==> src/rtl/uart_string_defines.svh <==
// ================================================
// shared build-time constants for the framed
// string link: UART bit period, payload capacity
// and the receive frame timeout
// ================================================

`ifndef UART_STRING_DEFINES_SVH
`define UART_STRING_DEFINES_SVH

// system clocks per UART bit
// 16 keeps simulation short, raise for a real baud rate
`define USH_CLKS_PER_BIT 16

// payload capacity of one frame in bytes
`define USH_MAX_BYTES 128

// clocks a receive frame may stay open
// about 1 ms at 50 MHz
`define USH_RX_TIMEOUT 50000

`endif

==> src/rtl/uart_string_pkg.sv <==
// ================================================
// types for the framed string link: UART byte,
// transmit and receive frame states, string struct
// ================================================
`default_nettype none

`include "uart_string_defines.svh"

package uart_string_pkg;

	// one UART character
	typedef logic [7:0] uart_byte_t;

	// transmit framer states
	typedef enum logic [2:0] {
		tx_idle,
		tx_open1,
		tx_open2,
		tx_content,
		tx_close1,
		tx_close2,
		tx_finish
	} tx_state_e;

	// receive deframer states
	typedef enum logic [2:0] {
		rx_idle,
		rx_open1,
		rx_open2,
		rx_content,
		rx_close1,
		rx_close2,
		rx_finish
	} rx_state_e;

	// byte 0 sits in the lowest bits of data
	typedef struct packed {
		uart_byte_t [`USH_MAX_BYTES-1:0] data;
		logic [7:0]                      length;
	} ush_string_t;

endpackage

`default_nettype wire

==> src/rtl/uart_rx.sv <==
// ================================================
// 8N1 UART deserializer with start bit check and
// mid-bit sampling, one valid pulse per byte
// ================================================
`timescale 1ns/10ps
`default_nettype none

`include "uart_string_defines.svh"

module uart_rx (
	input  logic                        sys_clk,
	input  logic                        sys_rst_n,
	input  logic                        rx,
	output uart_string_pkg::uart_byte_t rx_data,
	output logic                        rx_vld
);
	import uart_string_pkg::*;

	localparam logic [15:0] bit_last = 16'(`USH_CLKS_PER_BIT - 1);
	localparam logic [15:0] bit_half = 16'(`USH_CLKS_PER_BIT / 2 - 1);
	localparam logic [3:0]  stop_idx = 4'd9;

	logic       rx_sync1;
	logic       rx_sync2;
	logic       rx_prev;
	logic       rx_fall;
	logic       busy;
	logic [3:0] bit_idx;
	logic [15:0] bit_cnt;
	logic       sample;
	uart_byte_t shift_reg;

	// two flop synchronizer plus one for edge detect
	always_ff @(posedge sys_clk or negedge sys_rst_n) begin
		if (!sys_rst_n) begin
			rx_sync1 <= 1'b1;
			rx_sync2 <= 1'b1;
			rx_prev  <= 1'b1;
		end else begin
			rx_sync1 <= rx;
			rx_sync2 <= rx_sync1;
			rx_prev  <= rx_sync2;
		end
	end

	assign rx_fall = rx_prev & ~rx_sync2;

	// start bit confirm at half period, later bits a full period on
	assign sample = busy && ((bit_idx == 4'd0) ? (bit_cnt == bit_half) :
		(bit_cnt == bit_last));

	always_ff @(posedge sys_clk or negedge sys_rst_n) begin
		if (!sys_rst_n) begin
			busy    <= 1'b0;
			bit_idx <= 4'd0;
			bit_cnt <= 16'd0;
			rx_vld  <= 1'b0;
		end else begin
			rx_vld <= 1'b0;
			if (!busy) begin
				bit_idx <= 4'd0;
				bit_cnt <= 16'd0;
				busy    <= rx_fall;
			end else if (sample) begin
				bit_cnt <= 16'd0;
				if (bit_idx == 4'd0 && rx_sync2) begin
					// glitch, line went back high
					busy <= 1'b0;
				end else if (bit_idx == stop_idx) begin
					busy   <= 1'b0;
					// framing error drops the byte
					rx_vld <= rx_sync2;
				end else begin
					bit_idx <= bit_idx + 4'd1;
				end
			end else begin
				bit_cnt <= bit_cnt + 16'd1;
			end
		end
	end

	// data arrives LSB first
	always_ff @(posedge sys_clk) begin
		if (sample && bit_idx != 4'd0 && bit_idx != stop_idx) begin
			shift_reg <= {rx_sync2, shift_reg[7:1]};
		end
	end

	assign rx_data = shift_reg;

endmodule

`default_nettype wire

==> config.mk <==
export PLATFORM = sky130hd
export DESIGN_NAME = uart_rx
export DESIGN_NICKNAME = d
export VERILOG_FILES = /design/src/rtl/uart_string_pkg.sv /design/src/rtl/uart_rx.sv
export VERILOG_INCLUDE_DIRS = /design/src /design/src/rtl
export SDC_FILE = /design/constraint.sdc
export NUM_CORES = 1
export LEC_CHECK = 0
export BUFFER_PORTS_ARGS = -buffer_cell sky130_fd_sc_hd__buf_4
export CORE_UTILIZATION = 51
export DETAILED_ROUTE_END_ITERATION = 16
export HOLD_SLACK_MARGIN = 0.15
export PLACE_DENSITY = 0.69
export SLEW_MARGIN = 15
export SYNTH_ARGS = -nofsm -noshare
export SYNTH_HDL_FRONTEND = slang
export SYNTH_SLANG_ARGS = --single-unit
==> constraint.sdc <==
create_clock -name sys_clk -period 2.18 [get_ports sys_clk]
set_input_delay 0.109 -clock sys_clk [delete_from_list [all_inputs] [get_ports sys_clk]]
set_output_delay 0.109 -clock sys_clk [all_outputs]
set_load 0.02 [all_outputs]
==> results.toml <==
[outcome]
status = "complete, but fails checks"
violations = "DRC"

[clocking]
cts_buffer_depth = 2
numCtsBuffers = 5
cts_tree = "done"
clkTransAtPathRegs_ns = 0.11
cts.sinks = 33
clockRootBuffer = "clkbuf_4"
cts-htree-levels = 2
worstSkewPairLatency_ns = 0.33

[power_and_ir_drop]
clockPowerShare = 0.292
p_leak_nw = 0.777
seq_power_share = 0.431
peakVddDrop_uv = 967
p_int_mw = 1.31
switching_share = 0.324
powerDensity_nw_per_um2 = 1070
comb_power_share = 0.277
p_sw_mw = 0.627

[final_layout]
seq_area_um2 = 870
finish.instance_area_um2 = 1820
finalNonFillerCells = 193
final_common_cell = "dfrtp_1"
syn_to_final_growth_pct = 17.4
n_fill_cell = 217
antenna_cells = 0
drive_gt1_frac = 0.204
multiInputGateArea_um2 = 641
most-common-layout-cells = "22 x dfrtp_1, 18 x nor2_1, 15 x buf_4, 11 x xnor2_1, 9 x inv_1"
fin_nets = 168

[place]
gp_congestion = 0.891
placed_cell_area_um2 = 1690
place.detailed.hpwl_um = 2050
dp_cells = 183
port_buffers = 11

[min_path]
hold_class = "in2async"

[sta]
slew-limit-headroom = 0.697
slew_viol_final = 0
rsz0062_at_grt = "false"
setup_viol = 0
hold_viol_final = 0
fin_skew_ns = 0.00942
min_period_ns = 2.04
max_freq_mhz = 491
tns_ns = 0
tightestPinTransition_ns = 0.454
fin_crit_sh = 0.934

[critical_path]
critical_path_class = "reg2reg"
worst_ep_required_time_ns = 2.24
crit_path_start = "bit_idx[0]$_DFFE_PN0P_"
worstReg2RegStart = "bit_idx[0]$_DFFE_PN0P_"
arrival_ns = 2.09
end_kind = "register"
cp_max_fo = 8
start_kind = "register"
rrSetupSlack_ns = 0.14

[routing]
met3WireLength_um = 75
met2_wirelength_um = 1380
final_antenna_net_count = 0
wl_per_cell_um = 14.6
drc = 2
drtIter0Drc = 49
wl_met1_um = 1310
dr.pass1.iters = 10
top_layer = "met4"
wl_um = 2810
viasPerCell = 5.51
vias = 1063

[logic_synthesis]
synth_cells = 139
synth.distinct_cells = 37
yosysWarnings = 0
synth-seq-cells = 33
synth_top_area_share = 0.355
synth_area_um2 = 1550
yosysTopAreaCell = "dfrtp_1"
ys_top_cells_by_area = "dfrtp_1 36%, edfxtp_1 16%, xnor2_1 6.2%"
synth_nets = 146
syn_avg_cell_area_um2 = 11.1
ys_seq_area_frac = 0.561

[floorplanning]
die_x_um = 57.1
design.portCount = 12
die-area_um2 = 3260
core_um2 = 2810
die_height_um = 57.1
start_util = 0.552
rows = 19

[flow_run]
drv_cap = 0

[grt]
grtUsageTotal = 0.203
antenna_found_initial = 0
grt_pass1_wl_um = 4880
grt_max_degree = 26
first_global_vias = 1066
grt_overflow_total = 0
[worst max-delay path, cell delays in order (launching register included)]
cell and delay [ns]:
dfrtp_1 0.42, inv_1 0.11, ha_1 0.18, nor3b_2 0.31, xor2_2 0.22, and2_1 0.19
nor2b_1 0.14, buf_4 0.17
[power by group through the flow]
stage	combinational [mW]	sequential, mW	clock [mW]
4_1_cts	0.533	0.834	0.574
3_3_place_gp	0.512	0.839	0
3_5_place_dp	0.527	0.847	0
2_1_floorplan	0.402	0.815	0
5_1_grt	0.613	0.849	0.607
6_report	0.538	0.835	0.566
[synth_stat cells (all sizes together)]
master	number
inv	9
or4	1
nor4	6
o21a	1
xnor2	11
xor2	4
o21ai	4
o22ai	1
a221oi	1
or2	1
nand2	7
o31a	1
dfstp	3
nand2b	1
nor3	4
buf	2
nor3b	1
mux2i	1
edfxtp	8
o2111ai	1
and3	1
nor2	18
and4	2
o221ai	1
dfrtp	22
nand3	5
o31ai	1
ha	4
and3b	1
nand4	6
and2	3
a21oi	4
nor2b	3
[path summary, 6_finish.rpt]
path,to,cells past startpoint
max,rx_data[2]$_DFFE_PP_,7
min,rx_vld$_DFF_PN0_,2
max reg2reg,rx_data[2]$_DFFE_PP_,7
min reg2reg,rx_sync2$_DFF_PN1_,0
max in group asynchronous,rx_prev$_DFF_PN1_,2
min in group sys_clk,rx_sync2$_DFF_PN1_,0
[flip-flops by register name, summed over array words and instances, names as in the netlist]
signal / cells
rx_sync1: 1
bit_idx: 4
bit_cnt: 16
rx_prev: 1
rx_sync2: 1
rx_data: 8
rx_vld: 1
busy: 1
[timing repair]
item                                    CTS  global route
hold endpoints to repair                 26             0
buffers inserted                          0             0
hold buffers                              2             0
endpoints found under the setup margin    0             8
resized for setup                         0             1
[logic make-up (layout without fill, tap and decap cells)]
logic type	Yosys count	in the layout	synth area share
AO/OA/AOI/OAI	15	15	0.0671
XOR/XNOR	15	15	0.0848
adder cells (fa/ha/maj)	4	4	0.0323
buffers and inverters	11	34	0.0299
flip-flops	33	33	0.561
multiplexers	1	1	0.00646
AND/OR/NAND/NOR	60	60	0.218
[layout make-up]
type	count	share of cell area
Clock buffer	5	0.0206
Inverter	9	0.0186
Multi-Input combinational cell	95	0.352
Clock inverter	3	0.0358
Timing Repair Buffer	17	0.0730
Sequential cell	33	0.478
Tap cell	31	0.0213
[stage by stage]
stage	hold slack (ns)	total power [mW]	utilization	setup slack [ns]
after floorplan	-0.187	1.22	-	0.0916
after global placement	0.0288	1.35	0.602	0.238
after detailed placement	0.0270	1.37	0.602	0.112
after CTS	0.192	1.94	0.645	0.101
after global routing	0.217	2.07	0.648	0.00928
final	0.193	1.94	0.648	0.144
[layer usage]
| layer | vias up | track usage |
|---|---|---|
| met5 | - | 0 |
| met4 | 0 | 0.0941 |
| met3 | 6 | 0.0635 |
| met2 | 13 | 0.318 |
| met1 | 511 | 0.260 |
| li1 | 533 | - |
Note: power is estimated with default switching activity, not from simulation.
