**src/rtl/uart_string_defines.svh**
```systemverilog
// ================================================
// shared build-time constants for the framed
// string link: UART bit period, payload capacity
// and the receive frame timeout
// ================================================

`ifndef UART_STRING_DEFINES_SVH
`define UART_STRING_DEFINES_SVH

// system clocks per UART bit
// 16 keeps simulation short, raise for a real baud rate
`define USH_CLKS_PER_BIT 16

// payload capacity of one frame in bytes
`define USH_MAX_BYTES 128

// clocks a receive frame may stay open
// about 1 ms at 50 MHz
`define USH_RX_TIMEOUT 50000

`endif

```
**src/rtl/uart_string_pkg.sv**
```systemverilog
// ================================================
// types for the framed string link: UART byte,
// transmit and receive frame states, string struct
// ================================================
`default_nettype none

`include "uart_string_defines.svh"

package uart_string_pkg;

	// one UART character
	typedef logic [7:0] uart_byte_t;

	// transmit framer states
	typedef enum logic [2:0] {
		tx_idle,
		tx_open1,
		tx_open2,
		tx_content,
		tx_close1,
		tx_close2,
		tx_finish
	} tx_state_e;

	// receive deframer states
	typedef enum logic [2:0] {
		rx_idle,
		rx_open1,
		rx_open2,
		rx_content,
		rx_close1,
		rx_close2,
		rx_finish
	} rx_state_e;

	// byte 0 sits in the lowest bits of data
	typedef struct packed {
		uart_byte_t [`USH_MAX_BYTES-1:0] data;
		logic [7:0]                      length;
	} ush_string_t;

endpackage

`default_nettype wire

```
**src/rtl/uart_tx.sv**
```systemverilog
// ================================================
// 8N1 UART serializer, started by a request pulse,
// ends each character with a done pulse
// ================================================
`timescale 1ns/10ps
`default_nettype none

`include "uart_string_defines.svh"

module uart_tx (
	input  logic                        sys_clk,
	input  logic                        sys_rst_n,
	input  uart_string_pkg::uart_byte_t tx_data,
	input  logic                        tx_req,
	output logic                        tx,
	output logic                        tx_done
);
	import uart_string_pkg::*;

	localparam logic [15:0] bit_last = 16'(`USH_CLKS_PER_BIT - 1);
	// index 0 is the start bit, 1..8 data, 9 stop
	localparam logic [3:0] stop_idx = 4'd9;

	logic       busy;
	logic [3:0] bit_idx;
	logic [15:0] bit_cnt;
	uart_byte_t shift_reg;

	// bit timing and line drive
	always_ff @(posedge sys_clk or negedge sys_rst_n) begin
		if (!sys_rst_n) begin
			busy    <= 1'b0;
			bit_idx <= 4'd0;
			bit_cnt <= 16'd0;
			tx      <= 1'b1;
		end else if (!busy) begin
			bit_idx <= 4'd0;
			bit_cnt <= 16'd0;
			if (tx_req) begin
				busy <= 1'b1;
				tx   <= 1'b0;
			end else begin
				tx <= 1'b1;
			end
		end else if (bit_cnt == bit_last) begin
			bit_cnt <= 16'd0;
			if (bit_idx == stop_idx) begin
				busy <= 1'b0;
				tx   <= 1'b1;
			end else begin
				bit_idx <= bit_idx + 4'd1;
				// after the last data bit comes the stop bit
				tx <= (bit_idx == 4'd8) ? 1'b1 : shift_reg[0];
			end
		end else begin
			bit_cnt <= bit_cnt + 16'd1;
		end
	end

	// data bits go out LSB first
	always_ff @(posedge sys_clk) begin
		if (!busy && tx_req) begin
			shift_reg <= tx_data;
		end else if (busy && bit_cnt == bit_last && bit_idx < 4'd8) begin
			shift_reg <= {1'b0, shift_reg[7:1]};
		end
	end

	// last clock of the stop bit
	assign tx_done = busy && (bit_idx == stop_idx) && (bit_cnt == bit_last);

endmodule

`default_nettype wire

```
**config.mk**
```make
export PLATFORM = sky130hd
export DESIGN_NAME = uart_tx
export DESIGN_NICKNAME = d
export VERILOG_FILES = /design/src/rtl/uart_string_pkg.sv /design/src/rtl/uart_tx.sv
export VERILOG_INCLUDE_DIRS = /design/src /design/src/rtl
export SDC_FILE = /design/constraint.sdc
export NUM_CORES = 1
export LEC_CHECK = 0
export BUFFER_PORTS_ARGS = -buffer_cell sky130_fd_sc_hd__buf_2
export CAP_MARGIN = 15
export CORE_MARGIN = 2
export CORE_UTILIZATION = 51
export CTS_CLUSTER_DIAMETER = 120
export DETAILED_ROUTE_END_ITERATION = 10
export MAX_ROUTING_LAYER = met4
export PLACE_DENSITY_LB_ADDON = 0.1
export SYNTH_ARGS = -nofsm -noshare
export SYNTH_HDL_FRONTEND = slang
export SYNTH_SLANG_ARGS = --single-unit
```
**constraint.sdc**
```tcl
create_clock -name sys_clk -period 4.64 [get_ports sys_clk]
set_input_delay 1.392 -clock sys_clk [delete_from_list [all_inputs] [get_ports sys_clk]]
set_output_delay 1.392 -clock sys_clk [all_outputs]
set_load 0.01 [all_outputs]
```
==> results by group <==
Status
  – Status: finished, final reports clean

Setup path
  – Critical Path RT: roughly 3.3 ns
  – Delay-heaviest family, CP: simple AND/OR/NAND/NOR gates
  – Critical path class: flop to primary output
  – Maximum fanout along the worst path: 11
  – Crit. End Element: primary output
  – CP Launch Type: flop
  – Depth of the most critical reg-to-reg path: 5
  – Crit path DAT: around 2 ns
  – RR Endpoint: shift_reg[0]$_DFFE_PP_
  – Setup slack, reg-to-reg: 2.13 ns
  – Worst path max stage delay: 0.42 ns
  – R2r startpoint: bit_cnt[0]$_DFF_PN0_
  – Worst Path Buf+Inv: 1
  – Slowest CP cell: dfrtp_1
  – CP cell instances: ha_1, and3_1, nand4_1, nor3b_1, buf_2

Floorplanning
  – Die Y: around 58 um
  – Ports: 13
  – Die area: around 3300 sq um
  – Core area: about 2700 sq um
  – Initial core utilization: around 54%
  – Rows: 19
  – Die X: 57.6 um

Min path
  – Hold_sp: bit_cnt[0]$_DFF_PN0_
  – Hold path depth: 1
  – Hold endpoint: bit_cnt[0]$_DFF_PN0_
  – Worst Hold Class: flop to flop

Clock network
  – CTS Buffer Depth: 2
  – Number of clock sinks: 30
  – Post-CTS Resized: 0
  – Post-CTS Setup Bufs: 0
  – Total CTS buffers: 5
  – Htree depth: 2
  – Skew-Pair Late Insertion Delay: approximately 0.33 ns
  – Clk slew on worst S/H paths: ~0.09 ns
  – CTS Root Cell: clkbuf_4
  – CTS tree: done
  – CTS Hold Bufs: 0

Route
  – Post-route DRC: 0
  – Via density: just under 6
  – DRT Pass-1 Iters: 4
  – Average wire per standard cell: roughly 14 um
  – 1st-iter DRT viols: 43
  – DRT antenna net count: 0
  – Routed vias: around 1100
  – Detailed-route wire length: 2590 um

Placed design
  – GP Congestion: around 0.86
  – Area after DPL: ~1500 sq um
  – IO buf count: 12
  – Post-DP HPWL: between 1500 and 2000 um

Global route
  – Grt total ovfl: 0
  – Antenna violations before repair: 0
  – Tot GR Track Use: between 10% and 20%
  – Largest net degree at the start of global routing: 23
  – First-pass GRT wire length: 4700 um
  – Number of global-route vias before repair: between 1000 and 1500

Cells and area
  – Largest register FFs: 16
  – Fin nets: roughly 170
  – Final std cell area, no fill: 1600 sq um
  – Area Overhead vs Synth: 9.39%
  – Fraction of layout cells with a size suffix above 1: just under 20%
  – Diodes inserted: 0

STA
  – Min cycle time layout: 3.43 ns
  – Final setup fails: 0
  – Post-route setup TNS: 0 ns
  – Max frequency: 292 MHz
  – Final Max Tran Viols: 0
  – Worst Tran Pin Value: ~0.74 ns
  – Final Cycle Share: 73.9%
  – Final Hold Violating Endpoints: 0
  – Max_slew headroom: ~50%
  – Clock Skew: between 0.009 and 0.01 ns
  – Unrepaired setup endpoints after global routing: no

Synth
  – Synthesized cell area: roughly 1500 sq um
  – Synthesized net count: around 150
  – Yosys cell types: 31
  – Synth Register Bits: 30
  – Seq/Total Area, Yosys: between 50% and 60%
  – Syn Inst Count: between 100 and 150
  – Yosys warns: 0
  – Syn_area_per_cell: 10.8 sq um

Run
  – Max-cap violations: 0

Power and ir drop
  – Power Dens Cells: 441 nW/um^2
  – Max VDD drop: approximately 0.33 mV
  – Leak: around 0.67 nW
## metal layers
layer  up-vias  global-route usage [%]  wire length, um
li1        515                       -                -
met1       514                    25.2             1280
met2        30                    28.7             1150
met3         6                    6.03              120
met4         0                    7.97               40
met5         -                       -                0
## how the worst max path moves through the flow
stage                         start       to  slack (ns)  cells after the start
2_1_floorplan  bit_cnt[0]$_DFF_PN0_  tx_done        1.85                      5
3_3_place_gp   bit_cnt[4]$_DFF_PN0_  tx_done        1.60                      4
3_5_place_dp   bit_cnt[0]$_DFF_PN0_  tx_done        1.58                      5
4_1_cts        bit_cnt[0]$_DFF_PN0_  tx_done        1.20                      5
5_1_grt        bit_cnt[0]$_DFF_PN0_  tx_done        1.01                      5
6_report       bit_cnt[0]$_DFF_PN0_  tx_done        1.21                      5
## report_power, final
part	internal, mW	switching [mW]
logic	0.0799	0.0931
clock network	0.0576	0.0878
registers	0.328	0.0609
total	0.466	0.242
## cell usage in the layout, fill, tap and decap left out, types with 2 or more instances in the layout
cell type and n:
mux2_2 7, nor3b_1 2, a21oi_1 3, nor4_1 6, nand2_1 10, nor3_1 3
xnor2_1 10, inv_1 5, o21ai_0 3, mux2i_1 2, dfrtp_1 21, xor2_1 3
or4_1 2, clkinv_2 2, ha_1 4, clkbuf_4 5, buf_2 12, nor2_1 19
nand3_1 6, o31ai_1 2, edfxtp_1 8, nand4_1 6
## logic make-up (layout without fill, tap and decap cells)
| kind of cell | after synthesis | count (layout) | synth area share (%) |
|---|---|---|---|
| AND/OR/NAND/NOR | 62 | 62 | 21.9 |
| flip-flops | 30 | 30 | 54.0 |
| XOR/XNOR | 13 | 13 | 7.76 |
| AO/OA/AOI/OAI | 9 | 9 | 3.67 |
| multiplexers | 9 | 9 | 6.74 |
| buffers and inverters | 9 | 26 | 2.47 |
| adder cells (fa/ha/maj) | 4 | 4 | 3.41 |
## cells in the mapped netlist
cell | n | area [sq um]
a21oi_1 | 3 | 15.0
and2_1 | 1 | 6.26
and3_1 | 1 | 6.26
and3_2 | 1 | 7.51
and3b_1 | 1 | 8.76
and4_1 | 1 | 8.76
buf_2 | 2 | 10.0
clkbuf_1 | 2 | 7.51
dfrtp_1 | 21 | 526
dfstp_2 | 1 | 26.3
edfxtp_1 | 8 | 240
ha_1 | 4 | 50.1
inv_1 | 5 | 18.8
mux2_2 | 7 | 78.8
mux2i_1 | 2 | 20.0
nand2_1 | 10 | 37.5
nand3_1 | 6 | 30.0
nand4_1 | 6 | 37.5
nor2_1 | 19 | 71.3
nor2b_1 | 1 | 6.26
nor3_1 | 3 | 15.0
nor3b_1 | 2 | 15.0
nor4_1 | 6 | 37.5
nor4_2 | 1 | 12.5
o21ai_0 | 3 | 15.0
o221ai_1 | 1 | 8.76
o31ai_1 | 2 | 15.0
or3_1 | 1 | 6.26
or4_1 | 2 | 15.0
xnor2_1 | 10 | 87.6
xor2_1 | 3 | 26.3
## through the flow
| step | setup slack, ns | hold slack [ns] | utilization, % | instances | total power [mW] |
|---|---|---|---|---|---|
| 3_3_place_gp | 1.60 | 0.488 | 56.6 | 175 | 0.561 |
| 4_1_cts | 1.20 | 0.525 | 58.5 | 183 | 0.717 |
| 6_report | 1.21 | 0.528 | 58.7 | 184 | 0.708 |
| 5_1_grt | 1.01 | 0.563 | 58.7 | 184 | 0.764 |
| 3_5_place_dp | 1.58 | 0.512 | 56.6 | 175 | 0.566 |
| 2_1_floorplan | 1.85 | 0.468 | - | 136 | 0.514 |
## layout make-up
class | instances | area, sq um
Clock buffer | 6 | 41.3
Tap cell | 31 | 38.8
Inverter | 5 | 18.8
Fill cell | 234 | 1130
Sequential cell | 30 | 792
Multi-Input combinational cell | 97 | 638
Timing Repair Buffer | 13 | 65.1
Clock inverter | 2 | 10.0
Power figures use the tool's default switching activity.
